`src/logic/video_pkg.sv`:
```
package video_pkg;

    // ==========================================================================
    // Raster timing, in clocks per line and lines per frame
    // ==========================================================================
    localparam int H_ACTIVE = 64;
    localparam int H_FRONT  = 4;
    localparam int H_SYNC   = 8;
    localparam int H_BACK   = 4;
    localparam int H_TOTAL  = H_ACTIVE + H_FRONT + H_SYNC + H_BACK;

    localparam int V_ACTIVE = 32;
    localparam int V_FRONT  = 2;
    localparam int V_SYNC   = 2;
    localparam int V_BACK   = 2;
    localparam int V_TOTAL  = V_ACTIVE + V_FRONT + V_SYNC + V_BACK;

    // Counters and coordinates
    typedef logic [6:0] hcount_t;
    typedef logic [5:0] vcount_t;
    typedef logic [4:0] row_t;
    typedef logic [5:0] col_t;

    // ==========================================================================
    // Pixel formats
    // ==========================================================================
    typedef logic [7:0]  pix_index_t;
    typedef logic [23:0] rgb_t;

    // 3-3-2 field positions inside a pixel index
    localparam int RED_HI = 7;
    localparam int RED_LO = 5;
    localparam int GRN_HI = 4;
    localparam int GRN_LO = 2;
    localparam int BLU_HI = 1;
    localparam int BLU_LO = 0;

endpackage : video_pkg

```
`src/logic/video_timing.sv`:
```
`timescale 1ns/1ns

module video_timing (
    input  logic                  clk,
    input  logic                  reset,

    // Row requests to the renderer
    output logic                  next_row,
    output video_pkg::row_t       next_row_num,

    // Row buffer control and scan-out
    output logic                  rowram_swap,
    output video_pkg::col_t       scan_addr,
    input  video_pkg::pix_index_t scan_data,

    // DVI-style pixel output
    output logic                  vid_de,
    output logic                  vid_hs,
    output logic                  vid_vs,
    output video_pkg::rgb_t       vid_rgb
);

    import video_pkg::*;

    hcount_t h_count;
    vcount_t v_count;
    logic    line_end;
    logic    frame_end;
    logic    active;
    logic    hs_now;
    logic    vs_now;
    logic    feeds_active;

    // First pipeline stage, lined up with the buffer read
    logic    de_d1;
    logic    hs_d1;
    logic    vs_d1;

    // Widen each colour field by repeating its bits
    function automatic rgb_t expand(input pix_index_t idx);
        logic [2:0] r;
        logic [2:0] g;
        logic [1:0] b;
        r = idx[RED_HI:RED_LO];
        g = idx[GRN_HI:GRN_LO];
        b = idx[BLU_HI:BLU_LO];
        return {r, r, r[2:1], g, g, g[2:1], b, b, b, b};
    endfunction

    // ==========================================================================
    // Raster counters
    // ==========================================================================
    assign line_end  = (h_count == hcount_t'(H_TOTAL - 1));
    assign frame_end = (v_count == vcount_t'(V_TOTAL - 1));

    always_ff @(posedge clk) begin
        if (reset) begin
            h_count <= '0;
            v_count <= '0;
        end else if (line_end) begin
            h_count <= '0;
            v_count <= frame_end ? '0 : v_count + 1'b1;
        end else begin
            h_count <= h_count + 1'b1;
        end
    end

    assign active = (h_count < hcount_t'(H_ACTIVE)) && (v_count < vcount_t'(V_ACTIVE));
    assign hs_now = (h_count >= hcount_t'(H_ACTIVE + H_FRONT))
                 && (h_count <  hcount_t'(H_ACTIVE + H_FRONT + H_SYNC));
    assign vs_now = (v_count >= vcount_t'(V_ACTIVE + V_FRONT))
                 && (v_count <  vcount_t'(V_ACTIVE + V_FRONT + V_SYNC));

    // Lines whose next line shows pixels, the last frame line included
    assign feeds_active = (v_count < vcount_t'(V_ACTIVE - 1)) || frame_end;

    // ==========================================================================
    // Row requests and buffer swaps
    // ==========================================================================
    // Request lands just after the previous swap so a fill never straddles one
    always_ff @(posedge clk) begin
        if (reset) begin
            next_row     <= 1'b0;
            next_row_num <= '0;
            rowram_swap  <= 1'b0;
        end else begin
            next_row     <= (h_count == '0) && feeds_active;
            next_row_num <= frame_end ? '0 : row_t'(v_count + 1'b1);
            // Pulse falls on the last count of the line
            rowram_swap  <= (h_count == hcount_t'(H_TOTAL - 2)) && feeds_active;
        end
    end

    assign scan_addr = col_t'(h_count);

    // ==========================================================================
    // Output pipeline
    // ==========================================================================
    always_ff @(posedge clk) begin
        if (reset) begin
            de_d1   <= 1'b0;
            hs_d1   <= 1'b0;
            vs_d1   <= 1'b0;
            vid_de  <= 1'b0;
            vid_hs  <= 1'b0;
            vid_vs  <= 1'b0;
            vid_rgb <= '0;
        end else begin
            de_d1   <= active;
            hs_d1   <= hs_now;
            vs_d1   <= vs_now;
            vid_de  <= de_d1;
            vid_hs  <= hs_d1;
            vid_vs  <= vs_d1;
            // Black outside the active area
            vid_rgb <= de_d1 ? expand(scan_data) : '0;
        end
    end

endmodule : video_timing

```
`config.mk`:
```
export PLATFORM = sky130hd
export DESIGN_NAME = video_timing
export DESIGN_NICKNAME = d
export VERILOG_FILES = /design/src/logic/video_pkg.sv /design/src/logic/video_timing.sv
export SDC_FILE = /design/constraint.sdc
export NUM_CORES = 1
export LEC_CHECK = 0
export CAP_MARGIN = 20
export CORE_ASPECT_RATIO = 1.75
export CORE_MARGIN = 4
export CORE_UTILIZATION = 40
export CTS_BUF_LIST = sky130_fd_sc_hd__clkbuf_4 sky130_fd_sc_hd__clkbuf_8
export CTS_CLUSTER_SIZE = 14
export DETAILED_ROUTE_END_ITERATION = 16
export DONT_BUFFER_PORTS = 1
export HOLD_SLACK_MARGIN = 0.12
export SYNTH_ARGS = -nofsm -noshare
export SYNTH_HDL_FRONTEND = slang
export SYNTH_SLANG_ARGS = --single-unit
```
`constraint.sdc`:
```
create_clock -name clk -period 2.46 [get_ports clk]
set_clock_uncertainty 0.05 [all_clocks]
set_input_delay 0.492 -clock clk [delete_from_list [all_inputs] [get_ports clk]]
set_output_delay 0.492 -clock clk [all_outputs]
set_load 0.005 [all_outputs]
```
======== Word-level counts from Yosys, hierarchy flattened ========
Index checks and enable logic that the tools add are counted.
operators by class
  reduce and logical (&&, ||, !) cells .... 10
  add/subtract/negate cells ............... 2
  order comparisons ....................... 7
  mux-type cells .......................... 1
  eq/ne operators ......................... 3
  bitwise operators ....................... 1
operators by type and width
  operator                                                     number
  equality test 7 bit (second input constant)                  2
  less-than comparator 7 bit (second input constant)           2
  less-than comparator 6 bit (second input constant)           2
  adder 7 x 1 -> 7 bit (second input constant)                 1
  >= comparator 7 bit (second input constant)                  1
  logical NOT 7 bit                                            1
  adder 6 x 1 -> 6 bit (second input constant)                 1
  equality test 6 bit (second input constant)                  1
  >= comparator 6 bit (second input constant)                  1
  less-than comparator 6 x 5 -> 1 bit (second input constant)  1
  2-to-1 mux 6 bit                                             1
  OR reduction 2 bit                                           3
  logical AND 1 bit                                            5
  logical OR 1 bit                                             1
  NOT 1 bit                                                    1
storage, ports and cells
  input bits .............................. 10
  flip-flop bits (word level) ............. 50
  word-level logic and storage cells ...... 36

======== Longest topological paths before layout ========
Gate-level depths: netlist (run 1).
  depth in word-level cells ............... 3
  depth in mapped cells ................... 5

======== Worst setup path after synthesis (run 1) ========
OpenSTA, ideal clock, no wires.
  path kind ............................... reg2reg
  from .................................... reg h_count[4]
  to ...................................... reg v_count[5]
  buffers on the path ..................... 2
  setup slack ............................. 0.784 ns
  period minus slack after synthesis ...... 1.676 ns
  library setup time ...................... 0.074 ns
  data required time ...................... 2.336 ns
  cell stages (with the launch flop) ...... 6
  data arrival time ....................... 1.552 ns
  path through ............................ dfxtp_1 -> buf_6 -> or3b_1 -> buf_2 -> or4_1 -> a31oi_1
between the ends
  cells in the longest elaborated chain, start to end .. 1
ends and longest elaborated chain
  element                 line                text
  from (decl)             video_timing.sv:25  hcount_t h_count;
  from (signal assigned)  video_timing.sv:64  h_count <= h_count + 1'b1;
  equality test 7 bit     video_timing.sv:53  assign line_end = (h_count == hcount_t'(H_TOTAL - 1));
  to (signal assigned)    video_timing.sv:62  v_count <= frame_end ? '0 : v_count + 1'b1;
  to (decl)               video_timing.sv:26  vcount_t v_count;
Every way passes these cells.
A chain may end at the register's enable or synchronous reset.

======== Worst setup path after layout (run 1) ========
  from .................................... reg h_count[6]
  to ...................................... reg v_count[5]
Same word-level chain as after synthesis.

==> results.yml, run 1 <==
sta:
  final.min_clock_period_ns: 1.76
  worst_pin_slew_ns: 0.490
  setup_violations: 0
  rsz0062_at_grt: "false"
  slew_headroom_pct: 67.2
  fin_hold_ws_ns: 0.224
  period_share_pct: 71.4
  fmax_mhz: 570
  hold_viol: 0
  slew_violations: 0
  fin_setup_tns_ns: 0
clock_tree:
  cts_tree: "built"
  clockRootBuffer: "clkbuf_8"
  cts_hold_buffers: 0
  post_cts_buffers: 0
  cts_sinks: 34
  htree_levels: 2
  clk_latency_ns: 0.28
  cts_max_path_buffers: 2
  clk_pin_slew_ns: 0.06
  cts_resized: 0
  numCtsBuffers: 5
cells_and_area:
  layout_commonest_cell: "dfxtp_1"
  drive_gt1_share_pct: 7.63
  mostFrequentLayoutCells: "dfxtp_1 (34), nor3_1 (9), and2_1 (8)"
  fin_area_um2: 1430
  nNetsFinal: 145
  instances_no_fill: 177
  syn2layout_area_growth_pct: -4.19
  diodes: 0
  final_util_pct: 39.4
routing:
  via_per_inst: 5.24
  postRouteAntennaNets: 0
  drcViolationCount: 0
  drt_iter0_drc: 29
  routedWlPerCell_um: 15.2
  dr.pass1.iters: 4
  drt-total-wl_mm: 2.69
  via_count: 928
floorplan:
  core_area_um2: 3630
  start_util_pct: 41.1
  die_w_um: 54.2
  dieArea_um2: 4810
  ioPinCount: 50
  die_y_um: 88.8
  num_rows: 29
grt:
  grt_pass1_wl_mm: 4.24
  grt_pass1_vias: 900
  grt_usage_pct: 12.6
  grt_max_degree: 28
  overflow: 0
  antenna_found_initial: 0
logic_synthesis:
  synth-async-reset-ratio_pct: 0
  syn_area_um2: 1490
  synth-edff-count: 0
  synth_seq_cells: 34
  synth_flop_cell: "dfxtp_1"
  ys_seq_area_share_pct: 45.6
  yosysWarnings: 0
  yosysUniqueCellTypes: 40
  syn_area_per_cell_um2: 9.56
  syn_inst: 156
  syn_nets: 171
place:
  dpl.cell_count: 169
  dpl-instance-area_um2: 1330
  dp_hpwl_mm: 1.90
  place.gp.congestion: 0.777
  io_buffer_count: 0
worst_hold_path:
  min-delay-start: "reset"
  whs_endpoint: "v_count[5]"
  hp-class: "input port to flop"
  min_path_cells: 1
power:
  power_density_nw_per_um2: 734
  p_leak_nw: 0.508
  ir_drop_uv: 352
run:
  max-cap-violations: 0
setup_path:
  critPathRequiredTime_ns: 2.63
  worstSetupPathType: "flop to flop"
  arrival_ns: 1.92
  r2r-start: "h_count[6]"
  r2r_cells: 3
  r2r_end: "v_count[5]"
  crit_fanout: 9
  reg2reg_slack_ns: 0.70
  cp-end-kind: "flop"
  cp-start-kind: "flop"
outcome:
  status: "finished clean"
## Yosys cell counts, types with 2 or more instances
| master | number | share of area (%) |
|---|---|---|
| nor4b_1 | 2 | 1.2 |
| nor2_1 | 5 | 1.3 |
| nand3b_1 | 2 | 1.0 |
| nand2_1 | 3 | 0.75 |
| ha_1 | 5 | 4.2 |
| and2_1 | 8 | 3.4 |
| xnor2_1 | 4 | 2.3 |
| a31oi_1 | 2 | 0.84 |
| nor3_1 | 9 | 3.0 |
| o31ai_1 | 2 | 1.0 |
| o21ai_0 | 3 | 1.0 |
| clkbuf_1 | 9 | 2.3 |
| dfxtp_1 | 34 | 46 |
| nor3b_1 | 3 | 1.5 |
| a21oi_1 | 2 | 0.67 |
| or4_1 | 2 | 1.0 |
| nor2b_1 | 4 | 1.7 |
| o211ai_1 | 3 | 1.5 |
| inv_1 | 4 | 1.0 |
| and3_1 | 2 | 0.84 |
| and2b_1 | 2 | 1.0 |
| buf_4 | 22 | 11 |
| nand3_1 | 5 | 1.7 |
| xor2_1 | 3 | 1.8 |
## report_power, final
part,switching [W],leakage [nW],internal (W)
sequential,0.0000205,0.277,0.000568
clock,0.000190,0.0517,0.000236
combinational,0.0000153,0.180,0.0000181
## through the flow
step | setup WS, ns | power, W
3_3_place_gp | 0.768 | 0.000633
3_5_place_dp | 0.712 | 0.000635
2_1_floorplan | 0.784 | 0.000652
4_1_cts | 0.698 | 0.00107
6_report | 0.705 | 0.00105
5_1_grt | 0.608 | 0.00110
## critical path: stages, from the launching register on
cell	delay (ns)
dfxtp_1	0.43
or3b_1	0.50
or4_1	0.56
a31oi_1	0.16
## registers in the layout, indices dropped and copies added (netlist names)
signal / cells
vid_de: 1
vs_d1: 1
vid_rgb: 8
rowram_swap: 1
h_count: 7
next_row_num: 5
vid_hs: 1
hs_d1: 1
next_row: 1
de_d1: 1
v_count: 6
vid_vs: 1
## area by class of cell
class                           count  area, um^2
Fill cell                         385        2200
Sequential cell                    34         681
Clock inverter                      1        5.00
Clock buffer                        7        90.1
Tap cell                           46        57.6
Multi-Input combinational cell     85         581
Inverter                            4        15.0
## how the worst max path moves through the flow
stage,to,start,cells after the start,slack [ns]
final,v_count[5],h_count[6],3,0.70
after CTS,v_count[5],h_count[0],4,0.70
after global routing,v_count[2],h_count[0],4,0.61
after floorplan,v_count[5],h_count[4],5,0.78
after global placement,v_count[5],h_count[5],3,0.77
after detailed placement,v_count[5],h_count[0],4,0.71
## per-layer routing
layer | vias up | GRT usage, % | wire length [um]
met5 | - | 0 | 0
met4 | 0 | 7.03 | 64
met3 | 6 | 5.73 | 282
met2 | 35 | 21.3 | 1360
met1 | 427 | 12.1 | 988
li1 | 460 | - | -
## kinds of logic after synthesis
kind of cell             after synthesis  synth area share (%)
AO/OA/AOI/OAI                         21                  10.1
XOR/XNOR                               7                  4.11
adder cells (fa/ha/maj)                5                  4.19
buffers and inverters                 37                  15.4
flip-flops                            34                  45.6
AND/OR/NAND/NOR                       52                  20.6
Power figures use the tool's default switching activity.
==> run 2, diff against run 1 <==
==> constraint.sdc (replaced) <==
create_clock -name clk -period 1.6 [get_ports clk]
set_clock_uncertainty 0.05 [all_clocks]
set_input_delay 0.32 -clock clk [delete_from_list [all_inputs] [get_ports clk]]
set_output_delay 0.32 -clock clk [all_outputs]
set_load 0.005 [all_outputs]
==> run 2 against run 1 <==
Effect of this change:
- global-route usage is 1.0 points higher
- count of clock-buffer cells in the layout fell by 2
- power grew 85%
- combinational power grew to 2.9 times the previous value
- sequential share of layout area down 7.5 points
- fmax up 13%
- sequential cell count unchanged
- largest cell class unchanged
==> results.yml, run 2 (same netlist as run 1, synthesis figures left out) <==
grt:
  grt_usage_pct: 13.6
  antenna_found_initial: 0
  overflow: 0
  grt_pass1_wl_mm: 4.72
  grt_pass1_vias: 1037
  grt_max_degree: 23
clock_tree:
  numCtsBuffers: 5
  clockRootBuffer: "clkbuf_8"
  cts_tree: "built"
  cts_max_path_buffers: 2
  cts_sinks: 34
  clk_pin_slew_ns: 0.07
  htree_levels: 2
  clk_latency_ns: 0.29
run:
  max-cap-violations: 0
power:
  power_density_nw_per_um2: 1140
  ir_drop_uv: 556
  p_leak_nw: 0.639
  finalPower_w: 0.00194
sta:
  fmax_mhz: 643
  fin_hold_ws_ns: 0.136
  hold_viol: 0
  slew_violations: 0
  period_share_pct: 97.2
  setup_violations: 0
  worst_pin_slew_ns: 0.896
  rsz0062_at_grt: "true"
  slew_headroom_pct: 40.1
  final.min_clock_period_ns: 1.56
cells_and_area:
  max_flop_register: "vid_rgb"
  syn2layout_area_growth_pct: 14.0
  mostFrequentLayoutCells: "dfxtp_1 (33), buf_4 (14), nor3_1 (9), dlygate4sd3_1 (9), and2_1 (8)"
  layout_commonest_cell: "dfxtp_1"
  largest_reg_flops: 8
  diodes: 0
  nNetsFinal: 168
  reg.largest.list: "vid_rgb x8, h_count x7, v_count x6"
  drive_gt1_share_pct: 22.1
  fin_area_um2: 1700
setup_path:
  path_cells: "or3b_4, buf_4, or4_4, a21oi_2"
  reg2reg_slack_ns: 0.04
  cp-end-kind: "flop"
  crit_slowest_cell: "or3b_4"
  cp-start-kind: "flop"
  crit_fanout: 6
  critPathRequiredTime_ns: 1.76
  arrival_ns: 1.72
  slowest_delay_ns: 0.41
  worstSetupPathType: "flop to flop"
outcome:
  status: "finished clean"
worst_hold_path:
  hp-class: "input port to flop"
place:
  place.gp.congestion: 0.790
  dp_hpwl_mm: 2.12
  dpl-instance-area_um2: 1420
  io_buffer_count: 0
routing:
  drt_iter0_drc: 31
  postRouteAntennaNets: 0
  via_count: 1017
  drt-total-wl_mm: 2.97
  dr.pass1.iters: 6
  via_per_inst: 5.09
  drcViolationCount: 0
  routedWlPerCell_um: 14.9
floorplan:
  ioPinCount: 50
  die_y_um: 88.8
  core_area_um2: 3630
  start_util_pct: 41.1
  num_rows: 29
  dieArea_um2: 4810
  die_w_um: 54.2
==> run 2: layout make-up <==
class,count,area (um^2)
Fill cell,359,1930
Sequential cell,34,682
Inverter,4,15.0
Tap cell,46,57.6
Clock buffer,5,68.8
Multi-Input combinational cell,85,613
Clock inverter,3,68.8
Timing Repair Buffer,23,195
==> run 2: worst max-delay path, delay by kind of cell (launching register included) <==
family          cells  cell delay (ns)
compound gates      1             0.13
flops               1             0.32
simple gates        2             0.82
buf+inv             1             0.17
==> run 2: metrics by stage <==
| stage | cells | worst slack (ns) | setup TNS [ns] | util [%] |
|---|---|---|---|---|
| after floorplan | 156 | -0.0489 | -0.0489 | - |
| after global placement | 181 | 0.0571 | 0 | 39.2 |
| after detailed placement | 181 | 0.0181 | 0 | 39.2 |
| after CTS | 198 | 0.0103 | 0 | 45.6 |
| after global routing | 200 | -0.0139 | -0.0145 | 46.9 |
| final | 200 | 0.0443 | 0 | 46.9 |
==> run 2: final timing paths <==
kind                            startpoint    endpoint  cells past startpoint
worst min register to register       hs_d1      vid_hs                      1
worst max-delay path            h_count[5]  v_count[4]                      4
worst max register to register  h_count[5]  v_count[4]                      4
worst min-delay path                 reset      vid_de                      1
==> run 2: where the power goes <==
| part | internal, W | switching (W) | total (W) |
|---|---|---|---|
| logic | 0.0000501 | 0.0000452 | 0.0000953 |
| registers | 0.000873 | 0.0000231 | 0.000896 |
| clock network | 0.000624 | 0.000325 | 0.000949 |
| total | 0.00155 | 0.000394 | 0.00194 |
==> run 2: repair_timing <==
item / 4_1_cts / 5_1_grt
endpoints found under the hold margin: 30 / 0
pin swaps: 0 / 2
hold buffers: 9 / 0
resized for setup: 1 / 9
endpoints found under the setup margin: 1 / 12
cloned: 0 / 0
setup buffers: 0 / 2
==> run 2: layer usage <==
layer	global-route usage [%]	wire, um	share of wire, %	up-vias
met5	0	0	0	-
met4	7.94	77	2.6	0
met3	5.23	225	7.6	8
met2	23.2	1610	54	48
met1	13.4	1060	36	452
li1	-	-	-	509
==> run 3, diff against run 2 <==
--- a/config.mk
+++ b/config.mk
@@ -7,13 +7,14 @@
 export LEC_CHECK = 0
 export CAP_MARGIN = 20
 export CORE_ASPECT_RATIO = 1.75
-export CORE_MARGIN = 4
+export CORE_MARGIN = 5
 export CORE_UTILIZATION = 40
 export CTS_BUF_LIST = sky130_fd_sc_hd__clkbuf_4 sky130_fd_sc_hd__clkbuf_8
 export CTS_CLUSTER_SIZE = 14
 export DETAILED_ROUTE_END_ITERATION = 16
 export DONT_BUFFER_PORTS = 1
 export HOLD_SLACK_MARGIN = 0.12
+export SLEW_MARGIN = 20
 export SYNTH_ARGS = -nofsm -noshare
 export SYNTH_HDL_FRONTEND = slang
 export SYNTH_SLANG_ARGS = --single-unit
==> run 3 against run 2 <==
Effect of this change:
- first-iteration DRC count fell by 26%
- worst hold slack improved by 0.013 ns
- die area is 6.0% higher
- sequential cell count is the same
- worst setup slack got worse by 0.010 ns
- clock power down 32%
- count of clock-buffer cells in the layout increased by 1
- critical endpoint unchanged
- global-route usage fell by 1.3 points
- power fell by 16%
- combinational power is 2% higher
- sequential power barely moved
==> results.yml, run 3 (same netlist as run 1, synthesis figures left out) <==
sta:
  worst_pin_slew_ns: 0.896
  setup_violations: 0
  final.min_clock_period_ns: 1.57
  slew_violations: 0
  period_share_pct: 97.9
  hold_viol: 0
  fmax_mhz: 639
  rsz0062_at_grt: "true"
  setup_ws_ns: 0.0343
  slew_headroom_pct: 40.2
  fin_setup_tns_ns: 0
clock_tree:
  clk_pin_slew_ns: 0.07
  htree_levels: 2
  cts_max_path_buffers: 2
  numCtsBuffers: 5
  clk_latency_ns: 0.28
  cts_tree: "built"
  cts_sinks: 34
  post_cts_buffers: 0
  clockRootBuffer: "clkbuf_8"
floorplan:
  ioPinCount: 50
  die_w_um: 56.2
  core_area_um2: 3630
  die_y_um: 90.8
  start_util_pct: 41.1
  num_rows: 29
  dieArea_um2: 5100
routing:
  routedWlPerCell_um: 15.0
  via_per_inst: 5.12
  postRouteAntennaNets: 0
  dr.pass1.iters: 4
  drt-total-wl_mm: 3.01
  drcViolationCount: 0
  drt_iter0_drc: 23
  via_count: 1029
place:
  dp_hpwl_mm: 2.11
  io_buffer_count: 0
  place.gp.congestion: 0.773
  dp_slack_ns: 0.0270
cells_and_area:
  max_flop_register: "vid_rgb"
  multi_input_area_um2: 611
  reg.largest.list: "vid_rgb x8, h_count x7, v_count x6"
  fill_cells: 367
  largest_reg_flops: 8
  layout_commonest_cell: "dfxtp_1"
  nNetsFinal: 169
  mostFrequentLayoutCells: "dfxtp_1 (31), buf_4 (14), nor3_1 (9)"
  syn2layout_area_growth_pct: 12.1
  regArea_um2: 684
  drive_gt1_share_pct: 23.2
  diodes: 0
setup_path:
  reg2reg_slack_ns: 0.03
  crit_family: "simple AND/OR/NAND/NOR gates"
  crit_cells: 4
  critPathRequiredTime_ns: 1.76
  crit_fanout: 6
  r2r-start: "h_count[4]"
  worstSetupPathType: "flop to flop"
  r2r_cells: 4
  path_cells: "or3b_4, buf_6, or4_4, a21oi_2"
  endpoint: "v_count[4]"
  slowest_delay_ns: 0.41
  cp-end-kind: "flop"
  r2r_end: "v_count[4]"
  setup.worst_path.start: "h_count[4]"
  cp-start-kind: "flop"
  crit_slowest_cell: "or3b_4"
  path_buf_inv: 1
  arrival_ns: 1.72
power:
  p_leak_nw: 0.639
  ir_drop_uv: 478
  finalPower_w: 0.00164
  power_density_nw_per_um2: 979
run:
  max-cap-violations: 0
outcome:
  status: "finished clean"
grt:
  grt_pass1_wl_mm: 5.01
  overflow: 0
  grt_pass1_vias: 1057
  grt_max_degree: 23
  grt_usage_pct: 12.3
  antenna_found_initial: 0
worst_hold_path:
  hp-class: "input port to flop"
[run 3: changes by cell type in the layout (fill, tap and decap cells not counted), sizes merged]
cell,change
clkinvlp,+1
dlygate4sd3,-1
clkbuf,+1
buf,+1
bufinv,-2
dlymetal6s4s,+1
[run 3: layout make-up]
cell class,instances,area share [%]
Timing Repair Buffer,24,12.5
Clock inverter,2,0.749
Inverter,4,0.898
Clock buffer,6,4.94
Tap cell,46,3.44
Sequential cell,34,40.9
Multi-Input combinational cell,85,36.5
[run 3: repair_timing]
action,CTS,global route
resized for setup,0,14
hold buffers,8,1
setup endpoints to repair,0,10
endpoints found under the hold margin,29,1
[run 3: through the flow]
stage / area, um^2 / instances / utilization (%) / hold slack, ns
6_report: 1670 / 201 / 46.1 / 0.149
5_1_grt: 1670 / 201 / 46.1 / 0.132
4_1_cts: 1620 / 200 / 44.7 / 0.126
3_5_place_dp: 1450 / 184 / 39.9 / 0.347
3_3_place_gp: 1450 / 184 / 39.9 / 0.347
2_1_floorplan: 1500 / 156 / - / 0.364
[run 3: worst min-delay path by stage]
stage | to | slack (ns) | start | cells after the start
finish | vid_de | 0.15 | reset | 1
global route | vid_de | 0.13 | reset | 1
CTS | vid_rgb[6] | 0.13 | scan_data[0] | 1
detailed placement | v_count[5] | 0.35 | reset | 1
global placement | v_count[4] | 0.35 | reset | 1
floorplan | vid_hs | 0.36 | hs_d1 | 1
[run 3: per-layer routing]
| metal | GRT usage, % | vias to the layer above | wire [um] |
|---|---|---|---|
| met5 | 0 | - | 0 |
| met4 | 4.75 | 0 | 57 |
| met3 | 5.58 | 6 | 245 |
| met2 | 22.4 | 48 | 1600 |
| met1 | 11.8 | 471 | 1110 |
| li1 | - | 504 | - |
[run 3: power breakdown]
group | switching [W] | leakage (nW) | total, W | internal (W)
logic | 0.0000449 | 0.313 | 0.0000972 | 0.0000523
clock network | 0.000298 | 0.0472 | 0.000643 | 0.000345
registers | 0.0000236 | 0.279 | 0.000897 | 0.000873
total | 0.000367 | 0.639 | 0.00164 | 0.00127
