===== config.mk =====
export PLATFORM = sky130hd
export DESIGN_NAME = row_renderer
export DESIGN_NICKNAME = d
export VERILOG_FILES = /design/src/logic/video_pkg.sv /design/src/logic/vram_pkg.sv /design/src/logic/row_renderer.sv
export SDC_FILE = /design/constraint.sdc
export NUM_CORES = 1
export LEC_CHECK = 0
export BUFFER_PORTS_ARGS = -buffer_cell sky130_fd_sc_hd__buf_2
export CAP_MARGIN = 20
export CORE_MARGIN = 3
export CORE_UTILIZATION = 48
export CTS_CLUSTER_SIZE = 14
export DETAILED_ROUTE_END_ITERATION = 12
export PLACE_DENSITY = 0.8
export SYNTH_ARGS = -nofsm -noshare
export SYNTH_HDL_FRONTEND = slang
export SYNTH_SLANG_ARGS = --single-unit

===== constraint.sdc =====
create_clock -name clk -period 6.4 [get_ports clk]
set_clock_uncertainty 0.1 [all_clocks]
set_input_delay 0.64 -clock clk [delete_from_list [all_inputs] [get_ports clk]]
set_output_delay 0.64 -clock clk [all_outputs]
set_load 0.01 [all_outputs]

===== src/logic/video_pkg.sv =====
package video_pkg;

    // ==========================================================================
    // Raster timing, in clocks per line and lines per frame
    // ==========================================================================
    localparam int H_ACTIVE = 64;
    localparam int H_FRONT  = 4;
    localparam int H_SYNC   = 8;
    localparam int H_BACK   = 4;
    localparam int H_TOTAL  = H_ACTIVE + H_FRONT + H_SYNC + H_BACK;

    localparam int V_ACTIVE = 32;
    localparam int V_FRONT  = 2;
    localparam int V_SYNC   = 2;
    localparam int V_BACK   = 2;
    localparam int V_TOTAL  = V_ACTIVE + V_FRONT + V_SYNC + V_BACK;

    // Counters and coordinates
    typedef logic [6:0] hcount_t;
    typedef logic [5:0] vcount_t;
    typedef logic [4:0] row_t;
    typedef logic [5:0] col_t;

    // ==========================================================================
    // Pixel formats
    // ==========================================================================
    typedef logic [7:0]  pix_index_t;
    typedef logic [23:0] rgb_t;

    // 3-3-2 field positions inside a pixel index
    localparam int RED_HI = 7;
    localparam int RED_LO = 5;
    localparam int GRN_HI = 4;
    localparam int GRN_LO = 2;
    localparam int BLU_HI = 1;
    localparam int BLU_LO = 0;

endpackage : video_pkg


===== src/logic/vram_pkg.sv =====
package vram_pkg;

    // ==========================================================================
    // Video RAM geometry
    // ==========================================================================
    localparam int VRAM_WORDS    = 256;
    // Lowest byte of a word is the leftmost pixel
    localparam int PIX_PER_WORD  = 8;
    localparam int WORDS_PER_ROW = 8;

    // Word for row r, column c sits at r*8 + c
    typedef logic [$clog2(VRAM_WORDS)-1:0] vram_addr_t;
    typedef logic [PIX_PER_WORD*8-1:0]     vram_data_t;
    // One enable per byte
    typedef logic [PIX_PER_WORD-1:0]       vram_be_t;

    // ==========================================================================
    // Arbiter
    // ==========================================================================
    // HOLD means a host write sits in the slot
    typedef enum logic {
        ARB_IDLE,
        ARB_HOLD
    } arb_state_t;

endpackage : vram_pkg


===== src/logic/row_renderer.sv =====
`timescale 1ns/1ns

module row_renderer (
    input  logic                  clk,
    input  logic                  reset,
    input  logic                  next_row,
    input  video_pkg::row_t       next_row_num,

    // Word reads through the arbiter
    output logic                  rd_req,
    output vram_pkg::vram_addr_t  rd_addr,
    input  logic                  rd_valid,
    input  vram_pkg::vram_data_t  rd_data,

    // Row buffer fill
    output logic                  fill_we,
    output video_pkg::col_t       fill_addr,
    output video_pkg::pix_index_t fill_data
);

    import video_pkg::*;
    import vram_pkg::*;

    logic                             fetching;
    row_t                             row_q;
    logic [$clog2(WORDS_PER_ROW)-1:0] word_cnt;
    // Words issued and not yet fully unpacked, at most two
    logic [1:0]                       inflight;

    vram_data_t                       shift_reg;
    logic                             shift_valid;
    logic [$clog2(PIX_PER_WORD)-1:0]  pix_cnt;
    vram_data_t                       pend_word;
    logic                             pend_valid;
    col_t                             col;

    logic                             last_pix;
    logic                             word_done;
    logic                             load_new;

    assign last_pix  = (pix_cnt == 3'(PIX_PER_WORD - 1));
    assign word_done = shift_valid && last_pix;
    assign load_new  = rd_valid && (!shift_valid || last_pix);

    // ==========================================================================
    // Fetch side
    // ==========================================================================
    assign rd_req  = fetching && (inflight != 2'd2);
    assign rd_addr = {row_q, word_cnt};

    always_ff @(posedge clk) begin
        if (reset) begin
            fetching <= 1'b0;
            word_cnt <= '0;
            inflight <= '0;
        end else begin
            if (next_row) begin
                fetching <= 1'b1;
                row_q    <= next_row_num;
                word_cnt <= '0;
            end else if (rd_req) begin
                word_cnt <= word_cnt + 1'b1;
                if (word_cnt == 3'(WORDS_PER_ROW - 1)) fetching <= 1'b0;
            end
            inflight <= inflight + 2'(rd_req) - 2'(word_done);
        end
    end

    // ==========================================================================
    // Unpack side
    // ==========================================================================
    always_ff @(posedge clk) begin
        if (reset) begin
            shift_valid <= 1'b0;
            pend_valid  <= 1'b0;
            pix_cnt     <= '0;
            col         <= '0;
        end else begin
            if (load_new || (word_done && pend_valid)) shift_valid <= 1'b1;
            else if (word_done) shift_valid <= 1'b0;

            // Word arriving mid-unpack waits here
            if (rd_valid && !load_new) pend_valid <= 1'b1;
            else if (word_done) pend_valid <= 1'b0;

            if (shift_valid) pix_cnt <= pix_cnt + 1'b1;

            if (next_row) col <= '0;
            else if (shift_valid) col <= col + 1'b1;
        end
    end

    always_ff @(posedge clk) begin
        if (load_new) shift_reg <= rd_data;
        else if (word_done && pend_valid) shift_reg <= pend_word;
        else if (shift_valid) shift_reg <= shift_reg >> $bits(pix_index_t);

        if (rd_valid && !load_new) pend_word <= rd_data;
    end

    assign fill_we   = shift_valid;
    assign fill_addr = col;
    assign fill_data = shift_reg[$bits(pix_index_t)-1:0];

endmodule : row_renderer


# Word-level counts from Yosys, hierarchy flattened
# Index checks and enable logic that the tools add are counted.
[classes]
addsub = 5
eq_ne = 3
n_mux = 9
n_bitwise = 1
n_reduce_logical = 17
[op_table]
columns = ["op", "count"]
rows = [
  ["two-way mux 64 bit", 3],
  ["nonzero test 2 bit", 4],
  ["adder 3 x 1 -> 3 bit (second input constant)", 2],
  ["adder 6 x 1 -> 6 bit (second input constant)", 1],
  ["== test 3 bit (second input constant)", 2],
  ["two-way mux 1 bit", 6],
  ["logical AND 1 bit", 5],
  ["AND reduction 2 bit", 2],
  ["nonzero test 3 bit", 1],
  ["adder 2 x 1 -> 2 bit", 1],
  ["logical NOT 1 bit", 2],
  ["logical OR 1 bit", 2],
  ["inequality test 2 bit (second input constant)", 1],
  ["OR reduction 2 bit", 1],
  ["subtractor 2 x 1 -> 2 bit", 1],
  ["inverter 1 bit", 1],
]
[word_totals]
reg_bits = 150
in_bits = 73
output_inout_bits = 24
word_cells = 45

# Depth between registers and ports, before layout
# Gate-level depths: netlist of the first run.
[depth]
depth_word = 6
depth_mapped = 9

# Least setup slack after synthesis of the first run
# Ideal clock, no wire load.
[synth_path]
path_type = "reg2reg"
startpoint = "register pix_cnt[0]"
endpoint = "register pend_valid"
setup_time_ns = 0.069
arrival_time_ns = 4.193
path_slack_ns = 2.038
path_stages_with_launch = 7
synth_period_minus_slack_ns = 4.362
cell_sequence = "dfxtp_1 -> ha_1 -> ha_1 -> nand2b_1 -> buf_2 -> nor2_1 -> o21ba_2"
[synth_via]
elab_chain_len = 6
elab_cells_between_ends = 8
cone_classes = "eq/ne: 1; mux: 1; reduce/logical: 6"
[synth_lines]
columns = ["item", "line_no", "text"]
rows = [
  ["start, declared", "row_renderer.sv:32", "logic [$clog2(PIX_PER_WORD)-1:0] pix_cnt;"],
  ["start signal, assigned", "row_renderer.sv:86", "if (shift_valid) pix_cnt <= pix_cnt + 1'b1;"],
  ["== test 3 bit *", "row_renderer.sv:41", "assign last_pix = (pix_cnt == 3'(PIX_PER_WORD - 1));"],
  ["logical OR 1 bit", "row_renderer.sv:43", "assign load_new = rd_valid && (!shift_valid || last_pix);"],
  ["logical AND 1 bit", "row_renderer.sv:43", ""],
  ["logical NOT 1 bit", "row_renderer.sv:83", "if (rd_valid && !load_new) pend_valid <= 1'b1;"],
  ["logical AND 1 bit", "row_renderer.sv:83", ""],
  ["two-way mux 1 bit or nonzero test 2 bit (tied branches)", "-", ""],
  ["end signal, assigned", "row_renderer.sv:75", "pend_valid <= 1'b0;"],
  ["end signal, assigned", "row_renderer.sv:83", ""],
  ["end signal, assigned", "row_renderer.sv:84", "else if (word_done) pend_valid <= 1'b0;"],
  ["end, declared", "row_renderer.sv:34", "logic pend_valid;"],
]
# Every way passes the cells marked *; elsewhere a longest branch is shown, timed or not.
# A chain may end at the register's enable or synchronous reset.

# Final worst setup path of the first run
[layout_path]
startpoint = "register pix_cnt[0]"
endpoint = "register shift_reg[49], data pin"
[layout_via]
elab_chain_len = 5
elab_cells_between_ends = 7
cone_classes = "eq/ne: 1; mux: 2; reduce/logical: 4"
[layout_lines]
columns = ["item", "line_no", "text"]
rows = [
  ["== test 3 bit *", "row_renderer.sv:41", ""],
  ["logical AND 1 bit", "row_renderer.sv:42", "assign word_done = shift_valid && last_pix;"],
  ["logical AND 1 bit", "row_renderer.sv:95", "else if (word_done && pend_valid) shift_reg <= pend_word;"],
  ["two-way mux 64 bit", "row_renderer.sv:95", ""],
  ["two-way mux 64 bit *", "row_renderer.sv:94", "if (load_new) shift_reg <= rd_data;"],
  ["end signal, assigned", "row_renderer.sv:94", ""],
  ["end signal, assigned", "row_renderer.sv:95", ""],
  ["end signal, assigned", "row_renderer.sv:96", "else if (shift_valid) shift_reg <= shift_reg >> $bits(pix_index_t);"],
  ["end, declared", "row_renderer.sv:30", "vram_data_t shift_reg;"],
]
# Marked as above.

==> flow_summary.yaml, run 1 <==
run_status:
  outcome: "finished, final reports clean"
critical_path:
  worstSetupStartpointType: "register"
  path_common_cell: "ha_1"
  end_kind: "register"
  arrival_ps: 3020
  crit_required_ps: 6450
  cp_slowest_stage_delay_ps: 560
  critPathKind: "reg2reg"
  cp_max_fo: 57
  r2r_start: "pix_cnt[0]$_SDFFE_PP0P_"
  r2r_cells: 7
  r2r_setup_slack_ps: 3430
  cp_slowest_cell: "nand2_2"
  reg2reg_to: "shift_reg[49]$_DFFE_PP_"
  path_cells: "ha_1, ha_1, nand2b_2, buf_4, nand2_2, buf_16, a2bb2oi_1"
cts:
  cts_buffer_depth: 2
  cts_resized: 0
  cts_max_level: 4
  cts_hold_buf: 0
  cts_buffers: 17
  post-cts-setup-buffers: 0
  cts_sinks: 150
  clock_latency_ps: 420
  clock_tree.root_cell: "clkbuf_16"
  cts_tree: "done"
  path_clk_slew_ps: 50
sta:
  worstMarginPinSlew_ps: 1090
  rsz0062_at_grt: "false"
  finalCritPeriodShare_pct: 46.4
  finalHoldViolations: 0
  relSlewSlack_pct: 27.4
  fmax_mhz: 337
  period_needed_ps: 2970
  drv_slew: 0
  fin_tns_setup_ps: 0
  final-setup-viol-count: 0
  setup_ws_ps: 3430
power_and_ir_drop:
  ir_drop_v: 0.000261
  power_mw: 2.33
  power_density_nw_per_um2: 319
  power_leakage_nw: 2.89
finish:
  area_delta_synth_final_pct: 17.9
  n_antenna_cell: 0
  drive_gt1_share_pct: 26.3
  fin_nets: 596
  stdcell_area_um2: 7310
grt:
  grt_pass1_vias: 3873
  track_usage_pct: 18.1
  antenna_found_initial: 0
  grt_pass1_wl_mm: 20.0
  grt_max_degree: 61
  gr-total-overflow: 0
detailed_routing:
  drt_iter0_drc: 439
  totalWireLength_mm: 12.6
  drt_first_pass_iters: 4
  drc: 0
  wl_per_cell_um: 18.0
  ant_nets: 0
  vias: 3961
  vias_per_cell: 5.69
flow_run:
  drv_cap: 0
floorplan:
  ios: 97
  coreArea_um2: 12300
  fp.dieArea_um2: 14300
  rows: 40
  die_h_um: 120
  die_w_um: 120
  initial_core_util_pct: 50.4
logic_synthesis:
  syn-num-nets: 517
  async_flop_share_pct: 0
  synth_top_area_share_pct: 64.4
  synth_edf_count: 133
  synth.area.top_cells: "edfxtp_1 64%, a2bb2oi_1 7.9%, a22oi_1 6.8%"
  synth_most_common_cell: "edfxtp_1"
  syn_inst: 437
  syn_area_um2: 6200
  yosys_warnings: 0
  synth_area_leader_cell: "edfxtp_1"
  synth-main-ff-cell: "edfxtp_1"
  avgSynthCellArea_um2: 14.2
  synth_cell_type_count: 28
  ys_seq_area_share_pct: 69.9
  ys_ff_latch: 150
  ys_top_cells_by_count: "133 x edfxtp_1, 59 x nand2_1, 56 x a22oi_1, 56 x a2bb2oi_1, 22 x buf_2"
worst_hold_path:
  whs_endpoint: "row_q[4]$_DFFE_PP_"
  hold_path_depth: 1
  hp-class: "in2reg"
  min_from: "next_row_num[4]"
place:
  place.port_buffers: 96
  gp_congestion: 0.724
  dpl.hpwl_mm: 7.77
  place_ws_ps: 3150
  placed_area_um2: 6740
[logic make-up after synthesis]
group,synth area share (%)
adder cells (fa/ha/maj),1.41
AO/OA/AOI/OAI,17.2
multiplexers,0.484
flip-flops,69.9
AND/OR/NAND/NOR,6.13
buffers and inverters,4.08
XOR/XNOR,0.847
[worst max-delay path, delay by kind of cell (launching register included)]
| family | cells | cell delay [ps] |
|---|---|---|
| buffers and inverters | 2 | 900 |
| AND/OR/NAND/NOR | 2 | 760 |
| adder cells (fa/ha/maj) | 2 | 390 |
| flip-flops | 1 | 340 |
| AO/OA/AOI/OAI | 1 | 170 |
[where the power goes]
part / switching (mW) / internal (mW)
registers: 0.0239 / 1.15
clock network: 0.359 / 0.600
logic: 0.106 / 0.0865
total: 0.489 / 1.84
[layout by cell type, fill, tap and decap left out, types with 4 or more instances in the layout]
cell type and instances:
nand2_1 58, a22oi_1 56, dfxtp_1 17, a21oi_1 6
a22o_1 8, clkinv_2 6, clkbuf_16 17, a2bb2oi_1 56
xor2_1 4, buf_4 5, inv_1 5, buf_2 96
ha_1 7, nor2b_1 4, edfxtp_1 133, nor2_1 11
o21ai_0 5
[per-layer routing]
metal	wire (um)	global-route usage, %	up-vias
met5	0	0	-
met4	226	7.37	0
met3	947	4.67	23
met2	6210	28.5	161
met1	5180	24.0	1922
li1	-	-	1855
[stage by stage]
stage,std cells,hold WS [ps],util (%)
after floorplan,437,357,-
after global placement,664,362,54.5
after detailed placement,665,393,54.8
after CTS,696,284,59.4
after global routing,696,293,59.4
final,696,299,59.4
[area by class of cell]
class | instances | area [um2]
Fill cell | 972 | 5000
Sequential cell | 150 | 4330
Multi-Input combinational cell | 240 | 1630
Timing Repair Buffer | 102 | 546
Clock buffer | 18 | 429
Tap cell | 168 | 210
Clock inverter | 13 | 139
Inverter | 5 | 18.8
[how the worst max path moves through the flow]
stage                            start                       to  slack [ps]  cells after the start
2_1_floorplan  pix_cnt[0]$_SDFFE_PP0P_  pend_valid$_SDFFE_PP0P_        2040                      6
3_3_place_gp                  rd_valid  pend_word[25]$_DFFE_PP_        3210                      5
3_5_place_dp                  rd_valid  pend_word[16]$_DFFE_PP_        3150                      5
4_1_cts        pix_cnt[0]$_SDFFE_PP0P_  shift_reg[49]$_DFFE_PP_        3460                      7
5_1_grt        pix_cnt[0]$_SDFFE_PP0P_  shift_reg[49]$_DFFE_PP_        3270                      7
6_report       pix_cnt[0]$_SDFFE_PP0P_  shift_reg[49]$_DFFE_PP_        3430                      7
Note: power is estimated with default switching activity, not from simulation.
==> inputs of run 2 (changes only) <==
--- a/config.mk
+++ b/config.mk
@@ -5,13 +5,14 @@
 export SDC_FILE = /design/constraint.sdc
 export NUM_CORES = 1
 export LEC_CHECK = 0
+export ABC_AREA = 1
 export BUFFER_PORTS_ARGS = -buffer_cell sky130_fd_sc_hd__buf_2
 export CAP_MARGIN = 20
 export CORE_MARGIN = 3
 export CORE_UTILIZATION = 48
 export CTS_CLUSTER_SIZE = 14
 export DETAILED_ROUTE_END_ITERATION = 12
-export PLACE_DENSITY = 0.8
+export PLACE_DENSITY = 0.83
 export SYNTH_ARGS = -nofsm -noshare
 export SYNTH_HDL_FRONTEND = slang
 export SYNTH_SLANG_ARGS = --single-unit
==> constraint.sdc (replaced) <==
create_clock -name clk -period 2.5 [get_ports clk]
set_clock_uncertainty 0.1 [all_clocks]
set_input_delay 0.25 -clock clk [delete_from_list [all_inputs] [get_ports clk]]
set_output_delay 0.25 -clock clk [all_outputs]
set_load 0.01 [all_outputs]
==> run 2 against run 1 <==
Against the previous run:
- worst setup slack worse by 3000 ps
- combinational power rose to 3.3 times the previous value
- flip-flop and latch count unchanged
- largest cell class unchanged
- routed wire length up 13%
- non-clock buffer count up 73
- critical path type unchanged
- die area up 6.1%
- via count up 24%
- core utilization up 4.5 points
- sequential share of layout area down 8.5 points
==> flow_summary.yaml, run 2 <==
run_status:
  outcome: "finished, final reports clean"
floorplan:
  rows: 42
  fp.dieArea_um2: 15200
  die_h_um: 123
  coreArea_um2: 13300
  initial_core_util_pct: 49.4
  die_w_um: 123
  ios: 97
finish:
  n_antenna_cell: 0
  n_fill_cell: 1015
  final-seq-area_um2: 4330
  finish.utilization_pct: 63.9
  area_delta_synth_final_pct: 29.3
  multi_input_area_um2: 1600
  fin_nets: 928
  mostFrequentLayoutCell: "nand2_1"
  final_cell_mix: "256 x nand2_1, 133 x edfxtp_1, 124 x inv_1"
  drive_gt1_share_pct: 16.2
  fin_cells: 1036
logic_synthesis:
  ys_top_cells_by_count: "257 x nand2_1, 133 x edfxtp_1, 125 x inv_1, 69 x nand3_1, 24 x nor2_1"
  async_flop_share_pct: 0
  ys_seq_area_share_pct: 65.7
  avgSynthCellArea_um2: 9.59
  ys_ff_latch: 150
  synth-main-ff-cell: "edfxtp_1"
  synth_area_leader_cell: "edfxtp_1"
  yosys_warnings: 0
  syn_inst: 688
  synth_edf_count: 133
  syn-num-nets: 768
  synth_top_area_share_pct: 60.5
  syn_area_um2: 6600
  synth_most_common_cell: "nand2_1"
  synth_cell_type_count: 19
  synth.area.top_cells: "edfxtp_1 61%, nand2_1 15%, inv_1 7.1%"
sta:
  finalCritPeriodShare_pct: 82.3
  fmax_mhz: 486
  final-setup-viol-count: 0
  drv_slew: 0
  rsz0062_at_grt: "false"
  period_needed_ps: 2060
  finalHoldViolations: 0
  worstMarginPinSlew_ps: 618
  hold_slack_ps: 34.8
  relSlewSlack_pct: 58.8
  fin_tns_setup_ps: 0
grt:
  gr-total-overflow: 0
  track_usage_pct: 19.6
  grt_pass1_vias: 4878
  antenna_found_initial: 0
  grt_pass1_wl_mm: 22.6
  grt_max_degree: 65
cts:
  path_clk_slew_ps: 60
  cts_buffers: 17
  cts_sinks: 150
  post-cts-setup-buffers: 0
  cts_resized: 0
  cts_tree: "done"
  cts_buffer_depth: 2
  clock_latency_ps: 420
  cts_max_level: 4
  cts_hold_buf: 70
  clock_tree.root_cell: "clkbuf_16"
place:
  place.port_buffers: 96
  post-place-cells: 934
  gp_congestion: 0.745
  dpl.hpwl_mm: 7.92
worst_hold_path:
  hold_path_depth: 3
  whs_endpoint: "fetching$_SDFFE_PP0P_"
  min_from: "next_row"
  hp-class: "in2reg"
power_and_ir_drop:
  power_density_nw_per_um2: 718
  power_frac_comb_pct: 10.2
  power_frac_seq_pct: 49.3
  power_leakage_nw: 4.09
  p_switching_mw: 1.35
  p_clk_share_pct: 40.5
  switching_share_pct: 22.0
  power_mw: 6.13
  p_int_mw: 4.78
  ir_drop_v: 0.000520
detailed_routing:
  drt_first_pass_iters: 5
  vias: 4915
  ant_nets: 0
  drc: 0
  wl_per_cell_um: 13.6
  drt_iter0_drc: 423
  vias_per_cell: 4.74
  totalWireLength_mm: 14.1
critical_path:
  end_kind: "register"
  r2r_setup_slack_ps: 440
  critPathTopFamily: "buffers and inverters"
  cp_max_fo: 56
  cp_slowest_stage_delay_ps: 520
  worstSetupStartpointType: "register"
  path_cells: "ha_1, ha_1, inv_1, nand2_1, nand2_2, buf_4, nand3_1, nand2_1"
  reg2reg_to: "shift_reg[3]$_DFFE_PP_"
  r2r_start: "pix_cnt[0]$_SDFFE_PP0P_"
  cp_slowest_cell: "buf_4"
  r2r_cells: 8
  arrival_ps: 2240
  crit_required_ps: 2680
  critPathKind: "reg2reg"
  cp_num_buf_inv: 2
flow_run:
  drv_cap: 0
==> run 2: cell types whose count changed in the layout (fill, tap and decap cells not counted), moves of 4 or more <==
cell	previous run	this run
a22oi_1	56	0
buf_12	0	6
inv_1	5	124
dlygate4sd3_1	0	70
nor2_1	11	24
a22o_1	8	0
a2bb2oi_1	56	0
nand3_1	2	68
nand2_1	58	256
nor2b_1	4	0
o21ai_0	5	9
xor2_1	4	0
==> run 2: worst max-delay path by stage <==
| stage | from | endpoint | cells past startpoint |
|---|---|---|---|
| floorplan | pix_cnt[0]$_SDFFE_PP0P_ | pend_word[0]$_DFFE_PP_ | 7 |
| global placement | pix_cnt[0]$_SDFFE_PP0P_ | shift_reg[37]$_DFFE_PP_ | 8 |
| detailed placement | pix_cnt[0]$_SDFFE_PP0P_ | shift_reg[42]$_DFFE_PP_ | 8 |
| CTS | pix_cnt[0]$_SDFFE_PP0P_ | shift_reg[42]$_DFFE_PP_ | 8 |
| global route | pix_cnt[0]$_SDFFE_PP0P_ | shift_reg[3]$_DFFE_PP_ | 8 |
| finish | pix_cnt[0]$_SDFFE_PP0P_ | shift_reg[3]$_DFFE_PP_ | 8 |
==> run 2: power by group through the flow <==
stage / clock (mW) / sequential (mW) / combinational (mW)
global placement: 0 / 3.06 / 0.513
global route: 2.62 / 3.04 / 0.716
floorplan: 0 / 3.07 / 0.356
detailed placement: 0 / 3.07 / 0.532
finish: 2.48 / 3.02 / 0.624
CTS: 2.52 / 3.02 / 0.622
==> run 2: routing by layer <==
layer | track usage (%) | up-vias | wire length, um
met5 | 0 | - | 0
met4 | 7.61 | 0 | 242
met3 | 4.89 | 22 | 840
met2 | 34.8 | 163 | 7440
met1 | 22.9 | 2255 | 5620
li1 | - | 2475 | -
==> run 2: cells by family after synthesis <==
family	after synthesis	synth area share (%)
flip-flops	150	65.7
XOR/XNOR	1	0.133
AO/OA/AOI/OAI	15	1.16
buffers and inverters	162	10.2
adder cells (fa/ha/maj)	7	1.33
AND/OR/NAND/NOR	353	21.5
==> run 2: layout make-up <==
| cell class | count | area share, % |
|---|---|---|
| multi-input combinational | 376 | 18.8 |
| inverter | 128 | 5.67 |
| clock buffer | 18 | 5.03 |
| sequential | 150 | 50.8 |
| timing repair buffer | 175 | 15.5 |
| clock inverter | 13 | 1.63 |
| tap | 176 | 2.58 |
==> run 2: through the flow <==
| step | setup slack (ps) | cell area [um2] |
|---|---|---|
| 2_1_floorplan | 169 | 6600 |
| 3_3_place_gp | 303 | 7240 |
| 3_5_place_dp | 240 | 7240 |
| 4_1_cts | 230 | 8510 |
| 5_1_grt | 303 | 8530 |
| 6_report | 444 | 8530 |
==> run 2: tightest hold or removal path, delay by kind of cell <==
kind,cells,cell delay (ps)
buffers and inverters,2,170
AO/OA/AOI/OAI,1,70
==> inputs of run 3 (changes only) <==
--- a/config.mk
+++ b/config.mk
@@ -12,7 +12,7 @@
 export CORE_UTILIZATION = 48
 export CTS_CLUSTER_SIZE = 14
 export DETAILED_ROUTE_END_ITERATION = 12
-export PLACE_DENSITY = 0.83
+export PLACE_DENSITY = 0.8
 export SYNTH_ARGS = -nofsm -noshare
 export SYNTH_HDL_FRONTEND = slang
 export SYNTH_SLANG_ARGS = --single-unit
==> constraint.sdc (replaced) <==
create_clock -name clk -period 2.1 [get_ports clk]
set_clock_uncertainty 0.1 [all_clocks]
set_input_delay 0.21 -clock clk [delete_from_list [all_inputs] [get_ports clk]]
set_output_delay 0.21 -clock clk [all_outputs]
set_load 0.01 [all_outputs]
==> run 3 against run 2 <==
Against the previous run:
- routed wire length decreased by 0.39%
- largest cell class unchanged
- worst setup slack got worse by 280 ps
- largest power group unchanged
- sequential power increased by 19%
- highest routed layer unchanged
- register-to-register slack got worse by 280 ps
==> flow_summary.yaml, run 3 (synthesized netlist as in run 2, its figures left out) <==
run_status:
  outcome: "finished, final reports clean"
place:
  place_ws_ps: 176
  gp_congestion: 0.766
  placed_area_um2: 7330
  dpl.hpwl_mm: 8.00
  place.port_buffers: 96
detailed_routing:
  vias_per_cell: 4.70
  totalWireLength_mm: 14.1
  vias: 4906
  drt_first_pass_iters: 5
  highest_layer: "met4"
  ant_nets: 0
  drt_iter0_drc: 348
  wl_met1_mm: 5.91
  drc: 0
  met2_length_mm: 7.36
  wl_met3_um: 652
  wl_per_cell_um: 13.5
finish:
  drive_gt1_share_pct: 17.6
  final_cell_mix: "254 x nand2_1, 133 x edfxtp_1, 122 x inv_1"
  n_fill_cell: 1036
  area_delta_synth_final_pct: 32.0
  fin_nets: 934
  stdcell_area_um2: 8710
  mostFrequentLayoutCell: "nand2_1"
  n_antenna_cell: 0
cts:
  path_clk_slew_ps: 60
  cts_resized: 0
  clock_latency_ps: 410
  cts_tree: "done"
  cts_sinks: 150
  cts_max_level: 4
  clock_tree.root_cell: "clkbuf_16"
  post-cts-setup-buffers: 0
  cts_buffer_depth: 2
  cts_buffers: 17
power_and_ir_drop:
  power_density_nw_per_um2: 887
  ir_drop_v: 0.000708
  power_leakage_nw: 4.15
  power_mw: 7.72
sta:
  relSlewSlack_pct: 63.7
  rsz0062_at_grt: "false"
  finalCritPeriodShare_pct: 92.2
  period_needed_ps: 1940
  hold_slack_ps: 218
  fin_tns_setup_ps: 0
  fmax_mhz: 516
  worstMarginPinSlew_ps: 542
  finalHoldViolations: 0
  setup_ws_ps: 163
  drv_slew: 0
  final-setup-viol-count: 0
critical_path:
  worstSetupStartpointType: "register"
  path_cells: "ha_4, ha_4, nand2_1, inv_1, ha_1, inv_1, ha_1, or2_2, a21oi_1, nor2_1"
  crit_required_ps: 2300
  arrival_ps: 2140
  end_kind: "register"
  cp_slowest_stage_delay_ps: 330
  cp_slowest_cell: "dfxtp_2"
  critPathKind: "reg2reg"
  cp_max_fo: 3
grt:
  track_usage_pct: 19.4
  grt_max_degree: 53
  antenna_found_initial: 0
  grt_pass1_vias: 4839
  grt_pass1_wl_mm: 22.5
  gr-total-overflow: 0
floorplan:
  die_h_um: 123
  die_w_um: 123
  ios: 97
  rows: 42
  fp.dieArea_um2: 15200
  coreArea_um2: 13300
  initial_core_util_pct: 49.4
worst_hold_path:
  hp-class: "in2reg"
flow_run:
  drv_cap: 0
-- run 3: layout make-up --
cell class	count	area, um2	area share (%)
repair buffers	181	1370	15.8
flip-flops and latches	150	4340	49.8
clock inverters	15	233	2.67
clock buffers	17	425	4.89
well taps	176	220	2.53
multi-input cells	376	1630	18.8
inverters	128	484	5.56
-- run 3: power by group --
group	internal (mW)	switching (mW)
registers	3.53	0.0688
logic	0.340	0.418
clock network	2.21	1.15
total	6.08	1.63
-- run 3: path summary, 6_finish.rpt --
check | start | endpoint | slack [ps] | cells after the start
worst max-delay path | pix_cnt[0]$_SDFFE_PP0P_ | inflight[1]$_SDFF_PP0_ | 160 | 10
worst min-delay path | rd_valid | fill_we$_SDFFE_PP0P_ | 220 | 4
worst max register to register | pix_cnt[0]$_SDFFE_PP0P_ | inflight[1]$_SDFF_PP0_ | 160 | 10
worst min register to register | fetching$_SDFFE_PP0P_ | fetching$_SDFFE_PP0P_ | 390 | 2
-- run 3: per-stage QoR --
stage / utilization [%] / instances
floorplan: - / 688
global placement: 54.9 / 939
detailed placement: 54.9 / 939
CTS: 65.2 / 1043
global route: 65.2 / 1043
finish: 65.2 / 1043
-- run 3: worst max-delay path: cells and delay by family (launching register included) --
| kind | cells | cell delay [ps] |
|---|---|---|
| and+or+nand+nor | 3 | 420 |
| adders and majority gates | 4 | 760 |
| DFF | 1 | 330 |
| buffers and inverters | 2 | 90 |
| AOI/OAI and AO/OA | 1 | 140 |
-- run 3: metal layers --
layer	global-route usage (%)	vias up
li1	-	2482
met1	22.6	2270
met4	5.54	0
met5	0	-
met3	4.44	16
met2	35.7	138
-- run 3: what timing repair did --
item | in CTS | in global routing
endpoints found under the setup margin | 0 | 0
hold buffers | 72 | 0
hold endpoints to repair | 129 | 0
